### src/rtl/core_pkg.sv
// Shared widths, RISC-V encodings and instruction word views; imported by every core module
package core_pkg;

    //////////////////////////////////////////////////
    // Widths
    localparam int XLEN       = 32;
    localparam int REG_ADDR_W = 5;
    localparam int NUM_REGS   = 32;

    // Accepted major opcodes
    localparam logic [6:0] OPC_OP     = 7'b0110011;
    localparam logic [6:0] OPC_OP_IMM = 7'b0010011;
    localparam logic [6:0] OPC_LUI    = 7'b0110111;

    // funct3 codes shared by register and immediate forms
    localparam logic [2:0] F3_ADD_SUB = 3'b000;
    localparam logic [2:0] F3_SLL     = 3'b001;
    localparam logic [2:0] F3_SLT     = 3'b010;
    localparam logic [2:0] F3_SLTU    = 3'b011;
    localparam logic [2:0] F3_XOR     = 3'b100;
    localparam logic [2:0] F3_SRL_SRA = 3'b101;
    localparam logic [2:0] F3_OR      = 3'b110;
    localparam logic [2:0] F3_AND     = 3'b111;

    // Alternate funct7 selects sub and arithmetic shift right
    localparam logic [6:0] F7_BASE = 7'b0000000;
    localparam logic [6:0] F7_ALT  = 7'b0100000;

    //////////////////////////////////////////////////
    // ALU operation codes
    localparam int ALU_OP_W = 4;

    localparam logic [ALU_OP_W-1:0] ALU_ADD  = 4'd0;
    localparam logic [ALU_OP_W-1:0] ALU_SUB  = 4'd1;
    localparam logic [ALU_OP_W-1:0] ALU_SLL  = 4'd2;
    localparam logic [ALU_OP_W-1:0] ALU_SLT  = 4'd3;
    localparam logic [ALU_OP_W-1:0] ALU_SLTU = 4'd4;
    localparam logic [ALU_OP_W-1:0] ALU_XOR  = 4'd5;
    localparam logic [ALU_OP_W-1:0] ALU_SRL  = 4'd6;
    localparam logic [ALU_OP_W-1:0] ALU_SRA  = 4'd7;
    localparam logic [ALU_OP_W-1:0] ALU_OR   = 4'd8;
    localparam logic [ALU_OP_W-1:0] ALU_AND  = 4'd9;

    //////////////////////////////////////////////////
    // Instruction word views
    typedef struct packed {
        logic [6:0]            funct7;
        logic [REG_ADDR_W-1:0] rs2;
        logic [REG_ADDR_W-1:0] rs1;
        logic [2:0]            funct3;
        logic [REG_ADDR_W-1:0] rd;
        logic [6:0]            opcode;
    } r_type_t;

    typedef struct packed {
        logic [11:0]           imm;
        logic [REG_ADDR_W-1:0] rs1;
        logic [2:0]            funct3;
        logic [REG_ADDR_W-1:0] rd;
        logic [6:0]            opcode;
    } i_type_t;

    typedef struct packed {
        logic [19:0]           imm;
        logic [REG_ADDR_W-1:0] rd;
        logic [6:0]            opcode;
    } u_type_t;

    typedef union packed {
        r_type_t r;
        i_type_t i;
        u_type_t u;
    } instr_word_t;

endpackage
### src/rtl/rv_int_core.sv
// Top level of the integer core slice; connects decode, register file, execute and writeback
`timescale 1ns/10ps

module rv_int_core (
    input  logic                             clk,
    input  logic                             rst_n,
    input  logic                             instr_valid,
    input  logic [core_pkg::XLEN-1:0]        instr,
    output logic                             retire_valid,
    output logic [core_pkg::REG_ADDR_W-1:0]  retire_rd,
    output logic [core_pkg::XLEN-1:0]        retire_value,
    output logic [core_pkg::XLEN-1:0]        retire_count,
    output logic                             trace_alu_op,
    output logic                             trace_imm_op,
    output logic                             trace_illegal,
    output logic                             trace_forward
);
    import core_pkg::*;

    // Decode to execute
    logic                  dec_valid;
    logic [ALU_OP_W-1:0]   dec_op;
    logic [REG_ADDR_W-1:0] dec_rs1;
    logic [REG_ADDR_W-1:0] dec_rs2;
    logic [REG_ADDR_W-1:0] dec_rd;
    logic [XLEN-1:0]       dec_imm;
    logic                  dec_use_imm;
    logic                  dec_wr;

    // Register file ports
    logic [REG_ADDR_W-1:0] rs1_addr;
    logic [REG_ADDR_W-1:0] rs2_addr;
    logic [XLEN-1:0]       rs1_data;
    logic [XLEN-1:0]       rs2_data;
    logic                  rf_wr_en;
    logic [REG_ADDR_W-1:0] rf_wr_addr;
    logic [XLEN-1:0]       rf_wr_data;

    // Execute to writeback
    logic                  ex_valid;
    logic                  ex_wr;
    logic [REG_ADDR_W-1:0] ex_rd;
    logic [XLEN-1:0]       ex_result;

    // Trace events
    logic tr_alu_op;
    logic tr_imm_op;
    logic tr_illegal;
    logic tr_forward;

    //////////////////////////////////////////////////
    // Stages
    instr_decode decode_block (.*);

    register_file register_file_block (
        .*,
        .wr_en   (rf_wr_en),
        .wr_addr (rf_wr_addr),
        .wr_data (rf_wr_data)
    );

    alu_unit alu_unit_block (.*);

    write_back write_back_block (.*);

    //////////////////////////////////////////////////
    // Trace outputs
    always_ff @(posedge clk) begin
        if (!rst_n) begin
            trace_alu_op  <= 1'b0;
            trace_imm_op  <= 1'b0;
            trace_illegal <= 1'b0;
            trace_forward <= 1'b0;
        end else begin
            trace_alu_op  <= tr_alu_op;
            trace_imm_op  <= tr_imm_op;
            trace_illegal <= tr_illegal;
            trace_forward <= tr_forward;
        end
    end

endmodule

### src/rtl/write_back.sv
// Writeback stage; drives the register file write and registers the retire port and count
`timescale 1ns/10ps

module write_back (
    input  logic                             clk,
    input  logic                             rst_n,
    input  logic                             ex_valid,
    input  logic                             ex_wr,
    input  logic [core_pkg::REG_ADDR_W-1:0]  ex_rd,
    input  logic [core_pkg::XLEN-1:0]        ex_result,
    output logic                             rf_wr_en,
    output logic [core_pkg::REG_ADDR_W-1:0]  rf_wr_addr,
    output logic [core_pkg::XLEN-1:0]        rf_wr_data,
    output logic                             retire_valid,
    output logic [core_pkg::REG_ADDR_W-1:0]  retire_rd,
    output logic [core_pkg::XLEN-1:0]        retire_value,
    output logic [core_pkg::XLEN-1:0]        retire_count
);
    import core_pkg::*;

    // Write lands at the same edge the retire port is registered
    assign rf_wr_en   = ex_valid && ex_wr;
    assign rf_wr_addr = ex_rd;
    assign rf_wr_data = ex_result;

    always_ff @(posedge clk) begin
        if (!rst_n) begin
            retire_valid <= 1'b0;
            retire_count <= '0;
        end else begin
            retire_valid <= ex_valid;
            if (ex_valid)
                retire_count <= retire_count + XLEN'(1);
        end
    end

    // x0 destinations retire too
    always_ff @(posedge clk) begin
        retire_rd    <= ex_rd;
        retire_value <= ex_result;
    end

endmodule

### src/rtl/alu_unit.sv
// Execute stage; reads operands with forwarding from its result register and computes the ALU op
`timescale 1ns/10ps

module alu_unit (
    input  logic                             clk,
    input  logic                             rst_n,
    input  logic                             dec_valid,
    input  logic [core_pkg::ALU_OP_W-1:0]    dec_op,
    input  logic [core_pkg::REG_ADDR_W-1:0]  dec_rs1,
    input  logic [core_pkg::REG_ADDR_W-1:0]  dec_rs2,
    input  logic [core_pkg::REG_ADDR_W-1:0]  dec_rd,
    input  logic [core_pkg::XLEN-1:0]        dec_imm,
    input  logic                             dec_use_imm,
    input  logic                             dec_wr,
    output logic [core_pkg::REG_ADDR_W-1:0]  rs1_addr,
    output logic [core_pkg::REG_ADDR_W-1:0]  rs2_addr,
    input  logic [core_pkg::XLEN-1:0]        rs1_data,
    input  logic [core_pkg::XLEN-1:0]        rs2_data,
    output logic                             ex_valid,
    output logic                             ex_wr,
    output logic [core_pkg::REG_ADDR_W-1:0]  ex_rd,
    output logic [core_pkg::XLEN-1:0]        ex_result,
    output logic                             tr_forward
);
    import core_pkg::*;

    logic            fwd_rs1;
    logic            fwd_rs2;
    logic [XLEN-1:0] op_a;
    logic [XLEN-1:0] rs2_val;
    logic [XLEN-1:0] op_b;
    logic [4:0]      shamt;
    logic [XLEN-1:0] result;

    assign rs1_addr = dec_rs1;
    assign rs2_addr = dec_rs2;

    //////////////////////////////////////////////////
    // Operand selection
    // ex_wr already excludes rd == x0
    assign fwd_rs1 = ex_valid && ex_wr && (ex_rd == dec_rs1);
    assign fwd_rs2 = ex_valid && ex_wr && !dec_use_imm && (ex_rd == dec_rs2);

    assign op_a    = fwd_rs1 ? ex_result : rs1_data;
    assign rs2_val = fwd_rs2 ? ex_result : rs2_data;
    assign op_b    = dec_use_imm ? dec_imm : rs2_val;
    assign shamt   = op_b[4:0];

    assign tr_forward = dec_valid && (fwd_rs1 || fwd_rs2);

    //////////////////////////////////////////////////
    // ALU
    always_comb begin
        case (dec_op)
            ALU_ADD:  result = op_a + op_b;
            ALU_SUB:  result = op_a - op_b;
            ALU_SLL:  result = op_a << shamt;
            ALU_SLT:  result = {{(XLEN-1){1'b0}}, $signed(op_a) < $signed(op_b)};
            ALU_SLTU: result = {{(XLEN-1){1'b0}}, op_a < op_b};
            ALU_XOR:  result = op_a ^ op_b;
            ALU_SRL:  result = op_a >> shamt;
            ALU_SRA:  result = $unsigned($signed(op_a) >>> shamt);
            ALU_OR:   result = op_a | op_b;
            ALU_AND:  result = op_a & op_b;
            default:  result = '0;
        endcase
    end

    always_ff @(posedge clk) begin
        if (!rst_n) begin
            ex_valid <= 1'b0;
            ex_wr    <= 1'b0;
        end else begin
            ex_valid <= dec_valid;
            ex_wr    <= dec_valid && dec_wr;
        end
    end

    always_ff @(posedge clk) begin
        ex_rd     <= dec_rd;
        ex_result <= result;
    end

endmodule

### src/rtl/register_file.sv
// Architectural register file; two asynchronous read ports and one write port, x0 reads zero
`timescale 1ns/10ps

module register_file (
    input  logic                             clk,
    input  logic                             rst_n,
    input  logic [core_pkg::REG_ADDR_W-1:0]  rs1_addr,
    input  logic [core_pkg::REG_ADDR_W-1:0]  rs2_addr,
    output logic [core_pkg::XLEN-1:0]        rs1_data,
    output logic [core_pkg::XLEN-1:0]        rs2_data,
    input  logic                             wr_en,
    input  logic [core_pkg::REG_ADDR_W-1:0]  wr_addr,
    input  logic [core_pkg::XLEN-1:0]        wr_data
);
    import core_pkg::*;

    logic [XLEN-1:0] regs [NUM_REGS];

    always_ff @(posedge clk) begin
        if (!rst_n) begin
            for (int i = 0; i < NUM_REGS; i++) begin
                regs[i] <= '0;
            end
        end else if (wr_en) begin
            regs[wr_addr] <= wr_data;
        end
    end

    // Entry zero masked on read, so a write to x0 is harmless
    assign rs1_data = (rs1_addr == '0) ? '0 : regs[rs1_addr];
    assign rs2_data = (rs2_addr == '0) ? '0 : regs[rs2_addr];

endmodule

### src/rtl/instr_decode.sv
// Decode stage; classifies each strobed instruction word and registers the fields for execute
`timescale 1ns/10ps

module instr_decode (
    input  logic                             clk,
    input  logic                             rst_n,
    input  logic                             instr_valid,
    input  core_pkg::instr_word_t            instr,
    output logic                             dec_valid,
    output logic [core_pkg::ALU_OP_W-1:0]    dec_op,
    output logic [core_pkg::REG_ADDR_W-1:0]  dec_rs1,
    output logic [core_pkg::REG_ADDR_W-1:0]  dec_rs2,
    output logic [core_pkg::REG_ADDR_W-1:0]  dec_rd,
    output logic [core_pkg::XLEN-1:0]        dec_imm,
    output logic                             dec_use_imm,
    output logic                             dec_wr,
    output logic                             tr_alu_op,
    output logic                             tr_imm_op,
    output logic                             tr_illegal
);
    import core_pkg::*;

    logic                is_op;
    logic                is_op_imm;
    logic                is_lui;
    logic                f7_base;
    logic                f7_alt;
    logic                use_alt;
    logic                legal;
    logic                accept;
    logic [ALU_OP_W-1:0] alu_op;
    logic [XLEN-1:0]     imm;

    assign is_op     = (instr.r.opcode == OPC_OP);
    assign is_op_imm = (instr.r.opcode == OPC_OP_IMM);
    assign is_lui    = (instr.r.opcode == OPC_LUI);
    assign f7_base   = (instr.r.funct7 == F7_BASE);
    assign f7_alt    = (instr.r.funct7 == F7_ALT);

    // For OP-IMM the funct7 slot is immediate, except on shifts
    assign use_alt = f7_alt && (is_op || instr.r.funct3 == F3_SRL_SRA);

    always_comb begin
        legal = 1'b0;
        if (is_lui)
            legal = 1'b1;
        else if (is_op)
            legal = f7_base || (f7_alt && (instr.r.funct3 == F3_ADD_SUB ||
                                           instr.r.funct3 == F3_SRL_SRA));
        else if (is_op_imm) begin
            case (instr.i.funct3)
                F3_SLL:     legal = f7_base;
                F3_SRL_SRA: legal = f7_base || f7_alt;
                default:    legal = 1'b1;
            endcase
        end
    end

    always_comb begin
        case (instr.r.funct3)
            F3_ADD_SUB: alu_op = use_alt ? ALU_SUB : ALU_ADD;
            F3_SLL:     alu_op = ALU_SLL;
            F3_SLT:     alu_op = ALU_SLT;
            F3_SLTU:    alu_op = ALU_SLTU;
            F3_XOR:     alu_op = ALU_XOR;
            F3_SRL_SRA: alu_op = use_alt ? ALU_SRA : ALU_SRL;
            F3_OR:      alu_op = ALU_OR;
            default:    alu_op = ALU_AND;
        endcase
        // LUI is x0 + upper immediate
        if (is_lui)
            alu_op = ALU_ADD;
    end

    assign imm = is_lui ? {instr.u.imm, 12'b0} : {{(XLEN-12){instr.i.imm[11]}}, instr.i.imm};

    assign accept = instr_valid && legal;

    // Control and trace class pulses
    always_ff @(posedge clk) begin
        if (!rst_n) begin
            dec_valid  <= 1'b0;
            dec_wr     <= 1'b0;
            tr_alu_op  <= 1'b0;
            tr_imm_op  <= 1'b0;
            tr_illegal <= 1'b0;
        end else begin
            dec_valid  <= accept;
            dec_wr     <= accept && (instr.r.rd != '0);
            tr_alu_op  <= accept && is_op;
            tr_imm_op  <= accept && (is_op_imm || is_lui);
            tr_illegal <= instr_valid && !legal;
        end
    end

    // Decoded fields qualified by dec_valid
    always_ff @(posedge clk) begin
        dec_op      <= alu_op;
        dec_rs1     <= is_lui ? '0 : instr.r.rs1;
        dec_rs2     <= instr.r.rs2;
        dec_rd      <= instr.r.rd;
        dec_imm     <= imm;
        dec_use_imm <= !is_op;
    end

endmodule

### config.mk
export PLATFORM = sky130hd
export DESIGN_NAME = rv_int_core
export DESIGN_NICKNAME = d
export VERILOG_FILES = /design/src/rtl/core_pkg.sv /design/src/rtl/rv_int_core.sv /design/src/rtl/write_back.sv /design/src/rtl/alu_unit.sv /design/src/rtl/register_file.sv /design/src/rtl/instr_decode.sv
export SDC_FILE = /design/constraint.sdc
export NUM_CORES = 2
export LEC_CHECK = 0
export BUFFER_PORTS_ARGS = -buffer_cell sky130_fd_sc_hd__buf_2
export CAP_MARGIN = 20
export CORE_MARGIN = 2
export CORE_UTILIZATION = 40
export DETAILED_ROUTE_END_ITERATION = 8
export PLACE_DENSITY_LB_ADDON = 0.12
export SYNTH_ARGS = -nofsm -noshare
export SYNTH_HDL_FRONTEND = slang
export SYNTH_SLANG_ARGS = --single-unit
### constraint.sdc
create_clock -name clk -period 11.5 [get_ports clk]
set_clock_uncertainty 0.2 [all_clocks]
set_input_delay 3.45 -clock clk [delete_from_list [all_inputs] [get_ports clk]]
set_output_delay 3.45 -clock clk [all_outputs]
set_load 0.01 [all_outputs]
==> metrics.csv <==
metric,value,unit
cts_tree,done,
p_total,11.84,mW
portBuffers,108,
cts_resized,0,
dp_cells,7384,
ys_types,99,
cp.required,11960,ps
syn_area_per_cell,12.69,µm²
report.final.setup_viol,0,
utilization,45.00,%
hpwl,170500,µm
core,169800,µm²
drive_above_1_share,21.09,%
pwr-share-seq,42.5,%
grt_pass1_vias,48450,
area_growth,11.44,%
power.leakage,28.39,nW
final_common_cell,and2_1,
pwr-share-clk,39.4,%
path_max_fanout,43,
slew_viol_final,0,
path_class,reg2reg,
routed_via_density,6.346,
remaining_drc_errors,0,
clockRootBuffer,clkbuf_16,
grt_pass1_wl,382000,µm
drtIter0Drc,5992,
nNetsFinal,5448,
fmax,129.4,MHz
finalCritPeriodShare,67.20,%
rsz0062_at_grt,no,
fp.dieH,418.1,µm
hold_path_class,reg2reg,
wl,272700,µm
yosysSeqAreaShare,49.79,%
die_w,418.1,µm
antenna_found_initial,12,
synthArstFlopShare,0,%
ys.flop_type,edfxtp_1,
final_cell_mix,"1064 x and2_1, 1024 x edfxtp_1, 424 x mux4_2",
syn_inst,5403,
clockBufferDepth,3,
netlist_area,68590,µm²
cap_violations,0,
ir_drop,0.08960,mV
design_area,76430,µm²
whs,124.8,ps
rows,151,
grt_max_degree,102,
pre_cts_ws,4019,ps
dr.pass1.iters,6,
htree_levels,4,
placed_cell_area,71700,µm²
die_area,174800,µm²
ys_ff_latch,1194,
initial_utilization,40.38,%
track_usage,30.97,%
internal_power,8.282,mW
gp_congestion,1.022,
synth_edf_count,1024,
wl_per_cell,35.64,µm
overflow,0,
cp-start-kind,flop,
cts_inserted_buffers,143,
pin_count,109,
switching_share,30.03,%
crit_arrival,8190,ps
nFillCells,15210,
setup_slack,3772,ps
tns,0,ps
vias,48550,
cp-end-kind,flop,
p_switching,3.555,mW
cts.clk_slew.worst_paths,60,ps
cts_setup_buffers,0,
synth_fp_nets,5539,
relSlewSlack,15.32,%
power_density,154.9,nW/µm²
postCtsHoldBufs,0,
clock-sinks,1194,
tightestPinTransition,1259,ps
combPwrFrac,18.1,%
hold_violations,0,
synth_warnings,0,
period_needed,7728,ps
drtAntennaViolNets,0,
status,finished clean,
final_cells,7651,
clk_latency,810,ps
worst max-delay path: stages (launching register included):
cell and delay (ps):
dfxtp_4 960, buf_4 700, mux4_2 580, mux2_2 280, a221oi_1 650, a21oi_1 250, a22oi_1 430, o21a_1 220
ha_1 340, nand3_1 400, nor4_1 320, buf_4 220, o21ai_0 230, a2111oi_0 730, nor2_1 180, o21ai_0 290
nor4_1 70, o32ai_1 310, o2111ai_1 150
Yosys cell counts, types with 25 or more instances:
library cell / number / share of area [%]
mux4_2: 424 / 14
xnor2_1: 59 / 0.75
mux2_2: 79 / 1.3
buf_6: 27 / 0.44
edfxtp_1: 1024 / 45
o21ai_1: 25 / 0.18
clkbuf_1: 379 / 2.1
nor3_1: 39 / 0.28
and2_1: 1065 / 9.7
dfxtp_1: 170 / 5.0
mux2i_1: 312 / 4.6
a21o_1: 35 / 0.38
nor2b_1: 30 / 0.27
buf_2: 72 / 0.53
a21oi_1: 160 / 1.2
a22o_1: 49 / 0.63
a211oi_1: 57 / 0.62
buf_4: 29 / 0.32
o221ai_1: 41 / 0.52
o21ai_0: 130 / 0.95
nand3_1: 53 / 0.39
a22oi_1: 75 / 0.82
ha_1: 99 / 1.8
nand4_1: 37 / 0.34
nor2_1: 180 / 0.99
inv_1: 92 / 0.50
a221oi_1: 36 / 0.46
nand2_1: 177 / 0.97
o22ai_1: 80 / 0.73
registers in the layout, indices dropped and copies added, names as in the netlist, 4 cells and up:
register	cells
decode_block.dec_imm	32
alu_unit_block.ex_rd	5
decode_block.dec_rs1	5
decode_block.dec_rd	5
write_back_block.retire_rd	5
register_file_block.regs	1024
decode_block.dec_op	4
write_back_block.retire_count	32
alu_unit_block.ex_result	32
decode_block.dec_rs2	5
write_back_block.retire_value	32
final cells by class:
cell class | instances | area, µm² | area share (%)
antenna | 8 | 20.02 | 0.02619
clock buffer | 183 | 3842 | 5.027
clock inverter | 75 | 868.3 | 1.136
inverter | 106 | 397.9 | 0.5206
multi-input combinational | 3579 | 32290 | 42.25
sequential | 1194 | 34190 | 44.73
tap | 2218 | 2775 | 3.631
timing repair buffer | 288 | 2044 | 2.675
logic make-up after synthesis:
logic type,share of synthesized area (%)
buf+inv,4.106
fa+ha+maj,1.864
compound gates,9.555
mux,19.88
xor+xnor,0.8428
flops,49.79
simple gates,13.96
power by group through the flow:
stage               clock [mW]  combinational [mW]  sequential (mW)
floorplan                    0                1.20             5.09
global placement             0                2.09             5.12
detailed placement           0                2.08             5.12
CTS                       4.72                2.09             5.03
global route              4.87                2.22             5.05
finish                    4.66                2.14             5.04
final timing paths:
check / start / endpoint / slack, ps / cells past startpoint
min reg2reg: decode_block.dec_rd[2] / alu_unit_block.ex_rd[2] / 120 / 0
max: decode_block.dec_rs2[0] / alu_unit_block.ex_result[31] / 3770 / 18
min: decode_block.dec_rd[2] / alu_unit_block.ex_rd[2] / 120 / 0
max reg2reg: decode_block.dec_rs2[0] / alu_unit_block.ex_result[31] / 3770 / 18
per-layer routing:
metal	share of wire (%)	vias up	track usage, %
met5	0.010	-	0
met1	39	25080	40.32
li1	-	20290	-
met3	8.8	612	6.545
met4	4.8	4	13.54
met2	47	2563	49.88
No activity file was read; power rests on OpenSTA's default activity.
